### config.mk
export PLATFORM = sky130hd
export DESIGN_NAME = mlp_uart_ctrl
export DESIGN_NICKNAME = d
export VERILOG_FILES = /design/src/source/mlp_link_pkg.sv /design/src/source/uart_rx.sv /design/src/source/uart_tx.sv /design/src/source/cmd_parser.sv /design/src/source/mlp_loader.sv /design/src/source/resp_sender.sv /design/src/source/mlp_uart_ctrl.sv
export VERILOG_INCLUDE_DIRS = /design/src /design/src/source
export SDC_FILE = /design/constraint.sdc
export NUM_CORES = 1
export LEC_CHECK = 0
export BUFFER_PORTS_ARGS = -buffer_cell sky130_fd_sc_hd__buf_2
export CAP_MARGIN = 20
export CORE_MARGIN = 3
export CORE_UTILIZATION = 58
export CTS_CLUSTER_DIAMETER = 100
export CTS_CLUSTER_SIZE = 20
export DETAILED_ROUTE_END_ITERATION = 12
export GPL_TIMING_DRIVEN = 0
export HOLD_SLACK_MARGIN = 0.05
export PLACE_DENSITY = 0.78
export SKIP_CTS_REPAIR_TIMING = 1
export SLEW_MARGIN = 20
export SYNTH_ARGS = -nofsm -noshare
export SYNTH_HDL_FRONTEND = slang
export SYNTH_SLANG_ARGS = --single-unit
### constraint.sdc
create_clock -name clk -period 8.2 [get_ports clk]
set_input_delay 1.23 -clock clk [delete_from_list [all_inputs] [get_ports clk]]
set_output_delay 1.23 -clock clk [all_outputs]
set_load 0.02 [all_outputs]
### src/source/mlp_link_macros.svh
`ifndef MLP_LINK_MACROS_SVH
`define MLP_LINK_MACROS_SVH

// Clock cycles per serial bit
// The top-level parameter of the same purpose can be set from the build
`define MLP_CLKS_PER_BIT 16

// Payload bytes after a write opcode
`define MLP_PAYLOAD_BYTES 4

// Reply lengths in bytes
`define MLP_RESULT_BYTES 4
`define MLP_STATUS_BYTES 1

// MLP state code for idle
`define MLP_STATE_IDLE 4'd0

`endif

### src/source/mlp_link_pkg.sv
`default_nettype none

package mlp_link_pkg;

    typedef logic [7:0] byte_t;

    typedef enum logic [7:0] {
        CMD_WRITE_WEIGHT = 8'h01,
        CMD_WRITE_ACT    = 8'h02,
        CMD_EXECUTE      = 8'h03,
        CMD_READ_RESULT  = 8'h04,
        CMD_STATUS       = 8'h05
    } cmd_opcode_t;

    // Byte 0 of the payload sits in the low bits
    typedef logic [31:0]        payload_t;
    typedef logic [15:0]        act_row_t;
    typedef logic [3:0]         mlp_state_t;
    typedef logic [4:0]         cycle_cnt_t;
    typedef logic signed [31:0] acc_t;
    typedef logic [2:0]         resp_len_t;

endpackage

`default_nettype wire

### src/source/uart_rx.sv
`timescale 1ns/1ps
`default_nettype none
`include "mlp_link_macros.svh"

module uart_rx import mlp_link_pkg::*; #(
    parameter int CLKS_PER_BIT = `MLP_CLKS_PER_BIT
) (
    input  wire   clk,
    input  wire   rst,
    input  wire   rxd,
    output byte_t rx_data,
    output logic  rx_valid
);

    localparam int CNT_W = $clog2(CLKS_PER_BIT);
    localparam logic [CNT_W-1:0] BIT_END  = CNT_W'(CLKS_PER_BIT - 1);
    localparam logic [CNT_W-1:0] HALF_BIT = CNT_W'(CLKS_PER_BIT / 2 - 1);

    typedef enum logic [1:0] {RX_IDLE, RX_START, RX_DATA, RX_STOP} rx_state_t;

    rx_state_t        state;
    logic [2:0]       rxd_sync;
    logic [CNT_W-1:0] cyc_cnt;
    logic [2:0]       bit_idx;

    always_ff @(posedge clk) begin
        if (rst) begin
            state    <= RX_IDLE;
            rxd_sync <= '1;
            cyc_cnt  <= '0;
            bit_idx  <= '0;
            rx_valid <= 1'b0;
        end else begin
            // Two synchronizer stages plus one for edge detection
            rxd_sync <= {rxd_sync[1:0], rxd};
            rx_valid <= 1'b0;
            case (state)
                RX_IDLE: begin
                    cyc_cnt <= '0;
                    if (rxd_sync[2] && !rxd_sync[1]) begin
                        state <= RX_START;
                    end
                end
                RX_START: begin
                    if (cyc_cnt == HALF_BIT) begin
                        cyc_cnt <= '0;
                        bit_idx <= '0;
                        // A glitch shorter than half a bit is not a start bit
                        state   <= rxd_sync[1] ? RX_IDLE : RX_DATA;
                    end else begin
                        cyc_cnt <= cyc_cnt + 1'b1;
                    end
                end
                RX_DATA: begin
                    if (cyc_cnt == BIT_END) begin
                        cyc_cnt <= '0;
                        rx_data <= {rxd_sync[1], rx_data[7:1]};
                        bit_idx <= bit_idx + 1'b1;
                        if (bit_idx == 3'd7) begin
                            state <= RX_STOP;
                        end
                    end else begin
                        cyc_cnt <= cyc_cnt + 1'b1;
                    end
                end
                RX_STOP: begin
                    if (cyc_cnt == BIT_END) begin
                        // Framing check on the stop bit
                        rx_valid <= rxd_sync[1];
                        state    <= RX_IDLE;
                    end else begin
                        cyc_cnt <= cyc_cnt + 1'b1;
                    end
                end
                default: state <= RX_IDLE;
            endcase
        end
    end

endmodule

`default_nettype wire

### src/source/uart_tx.sv
`timescale 1ns/1ps
`default_nettype none
`include "mlp_link_macros.svh"

module uart_tx import mlp_link_pkg::*; #(
    parameter int CLKS_PER_BIT = `MLP_CLKS_PER_BIT
) (
    input  wire   clk,
    input  wire   rst,
    input  byte_t tx_data,
    input  wire   tx_valid,
    output logic  tx_ready,
    output logic  txd
);

    localparam int CNT_W = $clog2(CLKS_PER_BIT);
    localparam logic [CNT_W-1:0] BIT_END = CNT_W'(CLKS_PER_BIT - 1);

    logic             busy;
    logic [8:0]       frame;
    logic [3:0]       bit_cnt;
    logic [CNT_W-1:0] cyc_cnt;

    assign tx_ready = !busy;

    always_ff @(posedge clk) begin
        if (rst) begin
            busy    <= 1'b0;
            txd     <= 1'b1;
            bit_cnt <= '0;
            cyc_cnt <= '0;
        end else if (!busy) begin
            if (tx_valid) begin
                // Stop bit above the data, data LSB first
                frame   <= {1'b1, tx_data};
                txd     <= 1'b0;
                busy    <= 1'b1;
                bit_cnt <= '0;
                cyc_cnt <= '0;
            end
        end else if (cyc_cnt == BIT_END) begin
            cyc_cnt <= '0;
            if (bit_cnt == 4'd9) begin
                busy <= 1'b0;
            end else begin
                bit_cnt <= bit_cnt + 1'b1;
                txd     <= frame[0];
                frame   <= {1'b1, frame[8:1]};
            end
        end else begin
            cyc_cnt <= cyc_cnt + 1'b1;
        end
    end

endmodule

`default_nettype wire

### src/source/cmd_parser.sv
`timescale 1ns/1ps
`default_nettype none
`include "mlp_link_macros.svh"

module cmd_parser import mlp_link_pkg::*; (
    input  wire        clk,
    input  wire        rst,
    input  byte_t      rx_data,
    input  wire        rx_valid,
    input  mlp_state_t mlp_state,
    input  cycle_cnt_t mlp_cycle_cnt,
    input  acc_t       mlp_acc0,
    input  wire        resp_busy,
    output logic       load_weights,
    output logic       load_acts,
    output logic       exec_req,
    output payload_t   payload,
    output logic       resp_start,
    output payload_t   resp_word,
    output resp_len_t  resp_len
);

    typedef enum logic [1:0] {P_WAIT_OP, P_COLLECT, P_DISPATCH, P_REPLY} parse_state_t;

    parse_state_t state;
    cmd_opcode_t  op_q;
    logic [2:0]   pay_cnt;

    always_ff @(posedge clk) begin
        if (rst) begin
            state        <= P_WAIT_OP;
            pay_cnt      <= '0;
            load_weights <= 1'b0;
            load_acts    <= 1'b0;
            exec_req     <= 1'b0;
            resp_start   <= 1'b0;
        end else begin
            load_weights <= 1'b0;
            load_acts    <= 1'b0;
            exec_req     <= 1'b0;
            resp_start   <= 1'b0;
            case (state)
                P_WAIT_OP: begin
                    pay_cnt <= '0;
                    if (rx_valid) begin
                        op_q <= cmd_opcode_t'(rx_data);
                        case (cmd_opcode_t'(rx_data))
                            CMD_WRITE_WEIGHT, CMD_WRITE_ACT: state <= P_COLLECT;
                            CMD_EXECUTE, CMD_READ_RESULT, CMD_STATUS: state <= P_DISPATCH;
                            // Unknown opcode is dropped
                            default: state <= P_WAIT_OP;
                        endcase
                    end
                end
                P_COLLECT: begin
                    if (rx_valid) begin
                        payload <= {rx_data, payload[31:8]};
                        pay_cnt <= pay_cnt + 1'b1;
                        if (pay_cnt == 3'(`MLP_PAYLOAD_BYTES - 1)) begin
                            state <= P_DISPATCH;
                        end
                    end
                end
                P_DISPATCH: begin
                    state <= P_WAIT_OP;
                    case (op_q)
                        CMD_WRITE_WEIGHT: load_weights <= 1'b1;
                        CMD_WRITE_ACT:    load_acts    <= 1'b1;
                        CMD_EXECUTE:      exec_req     <= 1'b1;
                        CMD_STATUS: begin
                            // State nibble above the low cycle-count nibble
                            resp_word  <= {24'd0, mlp_state, mlp_cycle_cnt[3:0]};
                            resp_len   <= resp_len_t'(`MLP_STATUS_BYTES);
                            resp_start <= 1'b1;
                            state      <= P_REPLY;
                        end
                        CMD_READ_RESULT: begin
                            resp_word  <= payload_t'(mlp_acc0);
                            resp_len   <= resp_len_t'(`MLP_RESULT_BYTES);
                            resp_start <= 1'b1;
                            state      <= P_REPLY;
                        end
                        default: state <= P_WAIT_OP;
                    endcase
                end
                P_REPLY: begin
                    // Busy rises one cycle after the start pulse
                    if (!resp_start && !resp_busy) begin
                        state <= P_WAIT_OP;
                    end
                end
                default: state <= P_WAIT_OP;
            endcase
        end
    end

endmodule

`default_nettype wire

### src/source/mlp_loader.sv
`timescale 1ns/1ps
`default_nettype none
`include "mlp_link_macros.svh"

module mlp_loader import mlp_link_pkg::*; (
    input  wire        clk,
    input  wire        rst,
    input  wire        load_weights,
    input  wire        load_acts,
    input  wire        exec_req,
    input  payload_t   payload,
    input  mlp_state_t mlp_state,
    output logic       wf_reset,
    output logic       wf_push_col0,
    output logic       wf_push_col1,
    output byte_t      wf_data_in,
    output logic       init_act_valid,
    output act_row_t   init_act_data,
    output logic       start_mlp,
    output logic       weights_ready
);

    payload_t   pay_q;
    logic [2:0] step;
    logic       seq_wt;
    mlp_state_t state_prev;
    logic [1:0] byte_idx;

    // Steps 1 to 4 carry payload bytes 0 to 3
    assign byte_idx = step[1:0] - 2'd1;

    always_ff @(posedge clk) begin
        if (rst) begin
            step           <= '0;
            seq_wt         <= 1'b0;
            wf_reset       <= 1'b0;
            wf_push_col0   <= 1'b0;
            wf_push_col1   <= 1'b0;
            init_act_valid <= 1'b0;
            start_mlp      <= 1'b0;
            weights_ready  <= 1'b0;
            state_prev     <= `MLP_STATE_IDLE;
        end else begin
            wf_reset       <= 1'b0;
            wf_push_col0   <= 1'b0;
            wf_push_col1   <= 1'b0;
            init_act_valid <= 1'b0;
            state_prev     <= mlp_state;
            if (load_weights) begin
                pay_q    <= payload;
                seq_wt   <= 1'b1;
                step     <= 3'd1;
                wf_reset <= 1'b1;
            end else if (load_acts) begin
                pay_q          <= payload;
                seq_wt         <= 1'b0;
                step           <= 3'd1;
                init_act_valid <= 1'b1;
                init_act_data  <= payload[15:0];
            end else if (step != 3'd0) begin
                if (seq_wt) begin
                    // Odd steps go to column 0, even steps to column 1
                    wf_data_in   <= pay_q[{byte_idx, 3'b000} +: 8];
                    wf_push_col0 <= step[0];
                    wf_push_col1 <= !step[0];
                    if (step == 3'd4) begin
                        weights_ready <= 1'b1;
                        step          <= '0;
                    end else begin
                        step <= step + 1'b1;
                    end
                end else begin
                    init_act_valid <= 1'b1;
                    init_act_data  <= pay_q[31:16];
                    step           <= '0;
                end
            end
            if (exec_req) begin
                start_mlp <= 1'b1;
            end else if (start_mlp && state_prev == `MLP_STATE_IDLE
                         && mlp_state != `MLP_STATE_IDLE) begin
                // MLP has taken the start and consumed the weights
                start_mlp     <= 1'b0;
                weights_ready <= 1'b0;
            end
        end
    end

endmodule

`default_nettype wire

### src/source/resp_sender.sv
`timescale 1ns/1ps
`default_nettype none

module resp_sender import mlp_link_pkg::*; (
    input  wire       clk,
    input  wire       rst,
    input  wire       resp_start,
    input  payload_t  resp_word,
    input  resp_len_t resp_len,
    input  wire       tx_ready,
    output logic      resp_busy,
    output byte_t     tx_data,
    output logic      tx_valid
);

    payload_t  word_q;
    resp_len_t len_q;
    resp_len_t byte_idx;
    logic      sent;

    always_ff @(posedge clk) begin
        if (rst) begin
            resp_busy <= 1'b0;
            tx_valid  <= 1'b0;
            byte_idx  <= '0;
            sent      <= 1'b0;
        end else if (resp_start) begin
            word_q    <= resp_word;
            len_q     <= resp_len;
            byte_idx  <= '0;
            sent      <= 1'b0;
            resp_busy <= 1'b1;
        end else if (resp_busy) begin
            if (tx_valid) begin
                // Handshake with the transmitter
                if (tx_ready) begin
                    tx_valid <= 1'b0;
                    sent     <= 1'b1;
                end
            end else if (!sent) begin
                tx_data  <= word_q[{byte_idx[1:0], 3'b000} +: 8];
                tx_valid <= 1'b1;
            end else if (tx_ready) begin
                // Ready again means the stop bit is out
                if (byte_idx == len_q - 1'b1) begin
                    resp_busy <= 1'b0;
                end else begin
                    byte_idx <= byte_idx + 1'b1;
                    sent     <= 1'b0;
                end
            end
        end
    end

endmodule

`default_nettype wire

### src/source/mlp_uart_ctrl.sv
`timescale 1ns/1ps
`default_nettype none
`include "mlp_link_macros.svh"

module mlp_uart_ctrl import mlp_link_pkg::*; #(
    parameter int CLKS_PER_BIT = `MLP_CLKS_PER_BIT
) (
    input  wire        clk,
    input  wire        rst,
    input  wire        uart_rxd,
    input  mlp_state_t mlp_state,
    input  cycle_cnt_t mlp_cycle_cnt,
    input  acc_t       mlp_acc0,
    output logic       uart_txd,
    output logic       wf_push_col0,
    output logic       wf_push_col1,
    output byte_t      wf_data_in,
    output logic       wf_reset,
    output logic       init_act_valid,
    output act_row_t   init_act_data,
    output logic       start_mlp,
    output logic       weights_ready
);

    byte_t     rx_data;
    logic      rx_valid;
    logic      load_weights;
    logic      load_acts;
    logic      exec_req;
    payload_t  payload;
    logic      resp_start;
    payload_t  resp_word;
    resp_len_t resp_len;
    logic      resp_busy;
    byte_t     tx_data;
    logic      tx_valid;
    logic      tx_ready;

    uart_rx #(.CLKS_PER_BIT(CLKS_PER_BIT)) uart_rx_inst (
        .clk(clk), .rst(rst), .rxd(uart_rxd), .rx_data(rx_data), .rx_valid(rx_valid)
    );

    cmd_parser cmd_parser_inst (
        .clk(clk), .rst(rst), .rx_data(rx_data), .rx_valid(rx_valid),
        .mlp_state(mlp_state), .mlp_cycle_cnt(mlp_cycle_cnt), .mlp_acc0(mlp_acc0),
        .resp_busy(resp_busy), .load_weights(load_weights), .load_acts(load_acts),
        .exec_req(exec_req), .payload(payload), .resp_start(resp_start),
        .resp_word(resp_word), .resp_len(resp_len)
    );

    mlp_loader mlp_loader_inst (
        .clk(clk), .rst(rst), .load_weights(load_weights), .load_acts(load_acts),
        .exec_req(exec_req), .payload(payload), .mlp_state(mlp_state),
        .wf_reset(wf_reset), .wf_push_col0(wf_push_col0), .wf_push_col1(wf_push_col1),
        .wf_data_in(wf_data_in), .init_act_valid(init_act_valid),
        .init_act_data(init_act_data), .start_mlp(start_mlp), .weights_ready(weights_ready)
    );

    resp_sender resp_sender_inst (
        .clk(clk), .rst(rst), .resp_start(resp_start), .resp_word(resp_word),
        .resp_len(resp_len), .tx_ready(tx_ready), .resp_busy(resp_busy),
        .tx_data(tx_data), .tx_valid(tx_valid)
    );

    uart_tx #(.CLKS_PER_BIT(CLKS_PER_BIT)) uart_tx_inst (
        .clk(clk), .rst(rst), .tx_data(tx_data), .tx_valid(tx_valid),
        .tx_ready(tx_ready), .txd(uart_txd)
    );

endmodule

`default_nettype wire

Word level (Yosys, flattened, before mapping)
Index checks and enable logic that the tools add are counted.
{ "totals": {"register_bits": 243, "input_bits": 44, "output_inout_bits": 31, "elab_cells": 237} }
{ "op_classes": {"n_addsub": 9, "n_eq_ne": 38, "n_shift": 2, "n_mux": 86, "bitwise_logic": 13, "reduce_logical": 48} }
{ "ops": {"columns": ["operator", "count"], "rows": [
  ["$mux W32", 2],
  ["$pmux W32 S2", 1],
  ["$shiftx A32 B6 Y8", 2],
  ["$mux W16", 3],
  ["$mux W1", 44],
  ["$mux W4", 9],
  ["$mux W9", 4],
  ["$eq A8 B2 Y1 const B", 4],
  ["$eq A8 B3 Y1 const B", 4],
  ["$mux W2", 11],
  ["$reduce_and A5 Y1", 4],
  ["$pmux W3 S2", 3],
  ["$reduce_and A3 Y1", 6],
  ["$eq A8 B1 Y1 const B", 2],
  ["$pmux W2 S4", 2],
  ["$pmux W4 S4", 1],
  ["$mux W3", 5],
  ["$ne A2 B1 Y1 const B", 7],
  ["$ne A2 B2 Y1 const B", 7],
  ["$reduce_bool A2 Y1", 7],
  ["$not A1 Y1", 13],
  ["$add A3 B1 Y3 const B", 4],
  ["$add A4 B1 Y4 const B", 3],
  ["$eq A4 B4 Y1 const B", 3],
  ["other kinds (20)", 45]
]} }

Longest topological paths before layout
{ "depth": {"word_depth": 8, "ltp_mapped": 7, "mapped_depth_nobuf": 6} }

Hierarchy
Synthesis repeated with hierarchy kept, for this count alone.
{ "unflattened": {"hier_cells": 550, "area_unflattened_um2": 9151.3} }
{ "modules_own_cells": {"columns": ["mod", "n_inst", "cells_per_inst", "area_each_um2", "seq_area_each_um2"], "rows": [
  ["cmd_parser", 1, 170, 3009.1, 2402.3],
  ["mlp_loader", 1, 137, 2596.2, 1961.9],
  ["resp_sender", 1, 94, 1834.3, 1411.4],
  ["uart_rx", 1, 74, 855.8, 500.5],
  ["uart_tx", 1, 75, 855.8, 440.4]
]} }

Worst setup path before layout
Ideal clock, no wire load.
{ "synth_path": {"path_type": "input port to flip-flop", "start": "in rst", "end": "reg cmd_parser_inst.resp_len[0], enable pin", "arrival_time_ns": 4.218, "t_required_ns": 7.732, "slack_ns": 3.515, "stages": 4, "path_cell_list": "clkbuf_1 > clkbuf_1 > buf_1 > nor3_1"} }
{ "synth_via": {"elab_chain_cells": 2} }
{ "synth_rtl": {"columns": ["item", "line", "text"], "rows": [
  ["start: declaration", "mlp_uart_ctrl.sv:9", "input wire rst,"],
  ["$not A1 Y1 (no source line)", null, null],
  ["$reduce_and A3 Y1 (no source line)", null, null],
  ["end signal: assignment", "cmd_parser.sv:73", "resp_len <= resp_len_t'(`MLP_STATUS_BYTES);"],
  ["end signal: assignment", "cmd_parser.sv:79", "resp_len <= resp_len_t'(`MLP_RESULT_BYTES);"],
  ["end: declaration", "cmd_parser.sv:20", "output resp_len_t resp_len"]
]} }
No other way between the ends.
A chain may end at the register's enable or synchronous reset.

Worst setup path in the final report
{ "layout_path": {"start": "in rst", "end": "reg cmd_parser_inst.resp_word[14], enable pin"} }
{ "layout_via": {"elab_chain_cells": 2} }
{ "layout_rtl": {"columns": ["item", "line", "text"], "rows": [
  ["$not A1 Y1 (no source line)", null, null],
  ["$reduce_and A3 Y1 (no source line)", null, null],
  ["end signal: assignment", "cmd_parser.sv:72", "resp_word <= {24'd0, mlp_state, mlp_cycle_cnt[3:0]};"],
  ["end signal: assignment", "cmd_parser.sv:78", "resp_word <= payload_t'(mlp_acc0);"],
  ["end: declaration", "cmd_parser.sv:19", "output payload_t resp_word,"]
]} }
No other way between the ends.

==> results.md <==
* Placed Instance Area at 9810 um2
* Final net count at 705
* Crit path from: rst
* Row cnt at 45
* Post-Syn Area per Cell at 16.4 um2
* Hold WC Path Type: reg -> reg
* Max Cap Violations at 0
* Clock buffer depth at 3
* Fin. Hold Viols at 0
* Die H at 131 um
* Synth Cell Area at 9050 um2
* Synth Flop Type: edfxtp_1
* Share of cells above drive strength 1 at 23.9%
* Clock skew at 10.9 ps
* Vias in the first global route at 4794
* Hold WS at 411 ps
* Dpl ws at 4590 ps
* Largest net degree at the start of global routing at 29
* Drt first pass iters at 5
* Post-Synthesis Cells at 551
* Peak VDD IR at 0.201 mV
* Clock Latency Late Sink at 460 ps
* Synth warn at 0
* Worst Hold Launch: uart_rx_inst.rxd_sync[0]
* Ys async rst share at 0%
* Depth of the CTS H-tree at 1
* CP arrival at 3360 ps
* Total core area at 15300 um2
* Critical path class: in -> reg
* Total CTS buffers at 15
* DR iter-0 viols at 342
* Post-synth EDFFs at 188
* Top Ports at 75
* Yosys reg bits at 240
* F_max at 318 MHz
* Die outline width at 131 um
* Area of the multi-input gates at 2280 um2
* Clk slew on worst S/H paths at 80 ps
* TritonCTS Sinks at 240
* Initial antenna violation count at 0
* Synthesis-to-layout area growth at 13.0%
* DIE AREA at 17100 um2
* Min Tclk post-route at 3150 ps
* # diodes at 0
* Register Area at 6690 um2
* Starting density of the core at 59.3%
* Hold Path End: uart_rx_inst.rxd_sync[1]
* Hold path depth at 1
* Post-synthesis sequential area ratio at 73.9%
* Critical Path Source Type: input port
* Critical path capture point type: flip-flop
* Root Driver: clkbuf_16
* Finished Cell Area at 10200 um2
* Final worst slack at 5050 ps
* Reg2reg path depth at 6
* Number of port buffers at 72
* Worst-Margin Slew at 815 ps
* DR DRC count at 0
* Global-route wire length before repair at 23.8 mm
* Fillers at 1027
* Mapped Nets at 610
* P_leak at 3.50 nW
* CP max FO at 11
* DR WL/cell at 17.4 um
* Routed Antenna Nets at 0
* Setup TNS at 0 ps
* Pwr dens at 199 nW/um2
* DP HPWL at 10.5 mm
* Critical R2R Launch: mlp_loader_inst.step[0]
* Overflow after GRT at 0
* Final WL at 15.0 mm
* Unrepaired setup endpoints after global routing: false
* Unique masters post-synth at 57
* Slew Limit Fails at 0
* Final period util at 38.4%
* Vias per Instance at 5.53
* Final setup violation count at 0
* Total number of vias at 4784
* Placer Congestion at 0.836
* Status: finished clean
* Worst R2R Setup Slack at 5290 ps
* TritonCTS clock tree: built
* Worst Path Required at 8410 ps
* Slew margin rel. at 45.2%
* R2r endpoint: mlp_loader_inst.init_act_data[1]
* GRT Resource Usage Total at 17.8%
-- critical path, stage by stage --
cell	delay (ps)
clkbuf_1	380
clkbuf_1	520
buf_1	580
nor3_2	220
buf_4	240
buf_4	190
-- cell usage after synthesis, types with 3 or more instances --
library cell,n,area (um2)
ha_1,15,188
clkbuf_1,13,48.8
nand2_1,17,63.8
a21boi_1,3,22.5
mux2_1,4,45.0
edfxtp_1,188,5650
nor4_1,4,25.0
xor2_1,5,43.8
o21ai_0,11,55.1
nand3_1,9,45.0
nor2b_1,10,62.6
mux2i_1,4,40.0
nor2_1,30,113
or2_2,4,25.0
nand3b_1,3,22.5
and2_1,27,169
dfxtp_1,52,1040
a311oi_1,3,26.3
mux4_2,16,360
a21oi_1,11,55.1
or3_1,3,18.8
nor3_1,13,65.1
and3_1,8,50.1
a22o_1,4,35.0
xnor2_1,4,35.0
buf_1,4,15.0
mux2_2,30,338
inv_1,15,56.3
nand2b_1,4,25.0
-- cell usage in the layout, fill, tap and decap left out, types with 15 or more instances in the layout --
cell type  instances
mux4_2            16
nand2_1           17
edfxtp_1         188
nor2_1            27
mux2_2            30
dfxtp_1           52
buf_2             73
and2_1            27
clkbuf_1          23
clkbuf_16         15
inv_1             15
ha_1              15
-- per-layer routing --
layer | track usage [%] | vias up | wire [um]
met3 | 2.93 | 16 | 882
met5 | 0 | - | 0
met4 | 4.30 | 0 | 213
li1 | - | 2280 | -
met2 | 30.1 | 130 | 7380
met1 | 24.5 | 2358 | 6570
-- state kept, by name, summed over array words and instances, names as in the netlist, 4 cells and up, named ones only --
signal and cells:
mlp_loader_inst.state_prev 4, uart_rx_inst.cyc_cnt 4, cmd_parser_inst.op_q 8, resp_sender_inst.word_q 32, uart_tx_inst.bit_cnt 4, mlp_loader_inst.pay_q 32
uart_tx_inst.cyc_cnt 4, mlp_loader_inst.wf_data_in 8, cmd_parser_inst.resp_word 32, resp_sender_inst.tx_data 8, mlp_loader_inst.init_act_data 16, uart_tx_inst.frame 8
cmd_parser_inst.payload 32, uart_rx_inst.rx_data 8
-- worst max-delay path by stage --
stage | to | depth (start not counted)
CTS | resp_sender_inst.tx_data[4] | 4
global route | cmd_parser_inst.resp_word[30] | 6
global placement | cmd_parser_inst.resp_word[25] | 4
floorplan | cmd_parser_inst.resp_len[0] | 4
finish | cmd_parser_inst.resp_word[14] | 6
detailed placement | resp_sender_inst.tx_data[2] | 4
-- layout make-up --
class / count / share of cell area [%]
inverter: 15 / 0.551
sequential: 240 / 65.4
buffer: 18 / 0.673
tap: 211 / 2.58
multi-input combinational: 278 / 22.3
timing repair buffer: 78 / 4.48
clock buffer: 25 / 4.04
-- per-stage QoR --
step	std cells	util (%)	power (W)
final	865	67.0	0.00204
after global placement	834	63.4	0.00136
after global routing	865	67.0	0.00210
after detailed placement	840	64.3	0.00136
after floorplan	551	-	0.00135
after CTS	865	67.0	0.00205
-- logic make-up after synthesis --
| group | after synthesis | share of synthesized area (%) |
|---|---|---|
| compound gates | 54 | 4.16 |
| simple gates | 146 | 8.97 |
| xor+xnor | 9 | 0.871 |
| buf+inv | 33 | 1.38 |
| flops | 240 | 73.9 |
| mux | 54 | 8.65 |
| fa+ha+maj | 15 | 2.07 |
-- report_power, final --
group	total (W)	switching, W	leakage [nW]	internal, W
registers	0.00130	0.00000273	2.12	0.00129
clock network	0.000699	0.000354	0.197	0.000345
logic	0.0000395	0.0000225	1.19	0.0000169
Note: power is estimated with default switching activity, not from simulation.
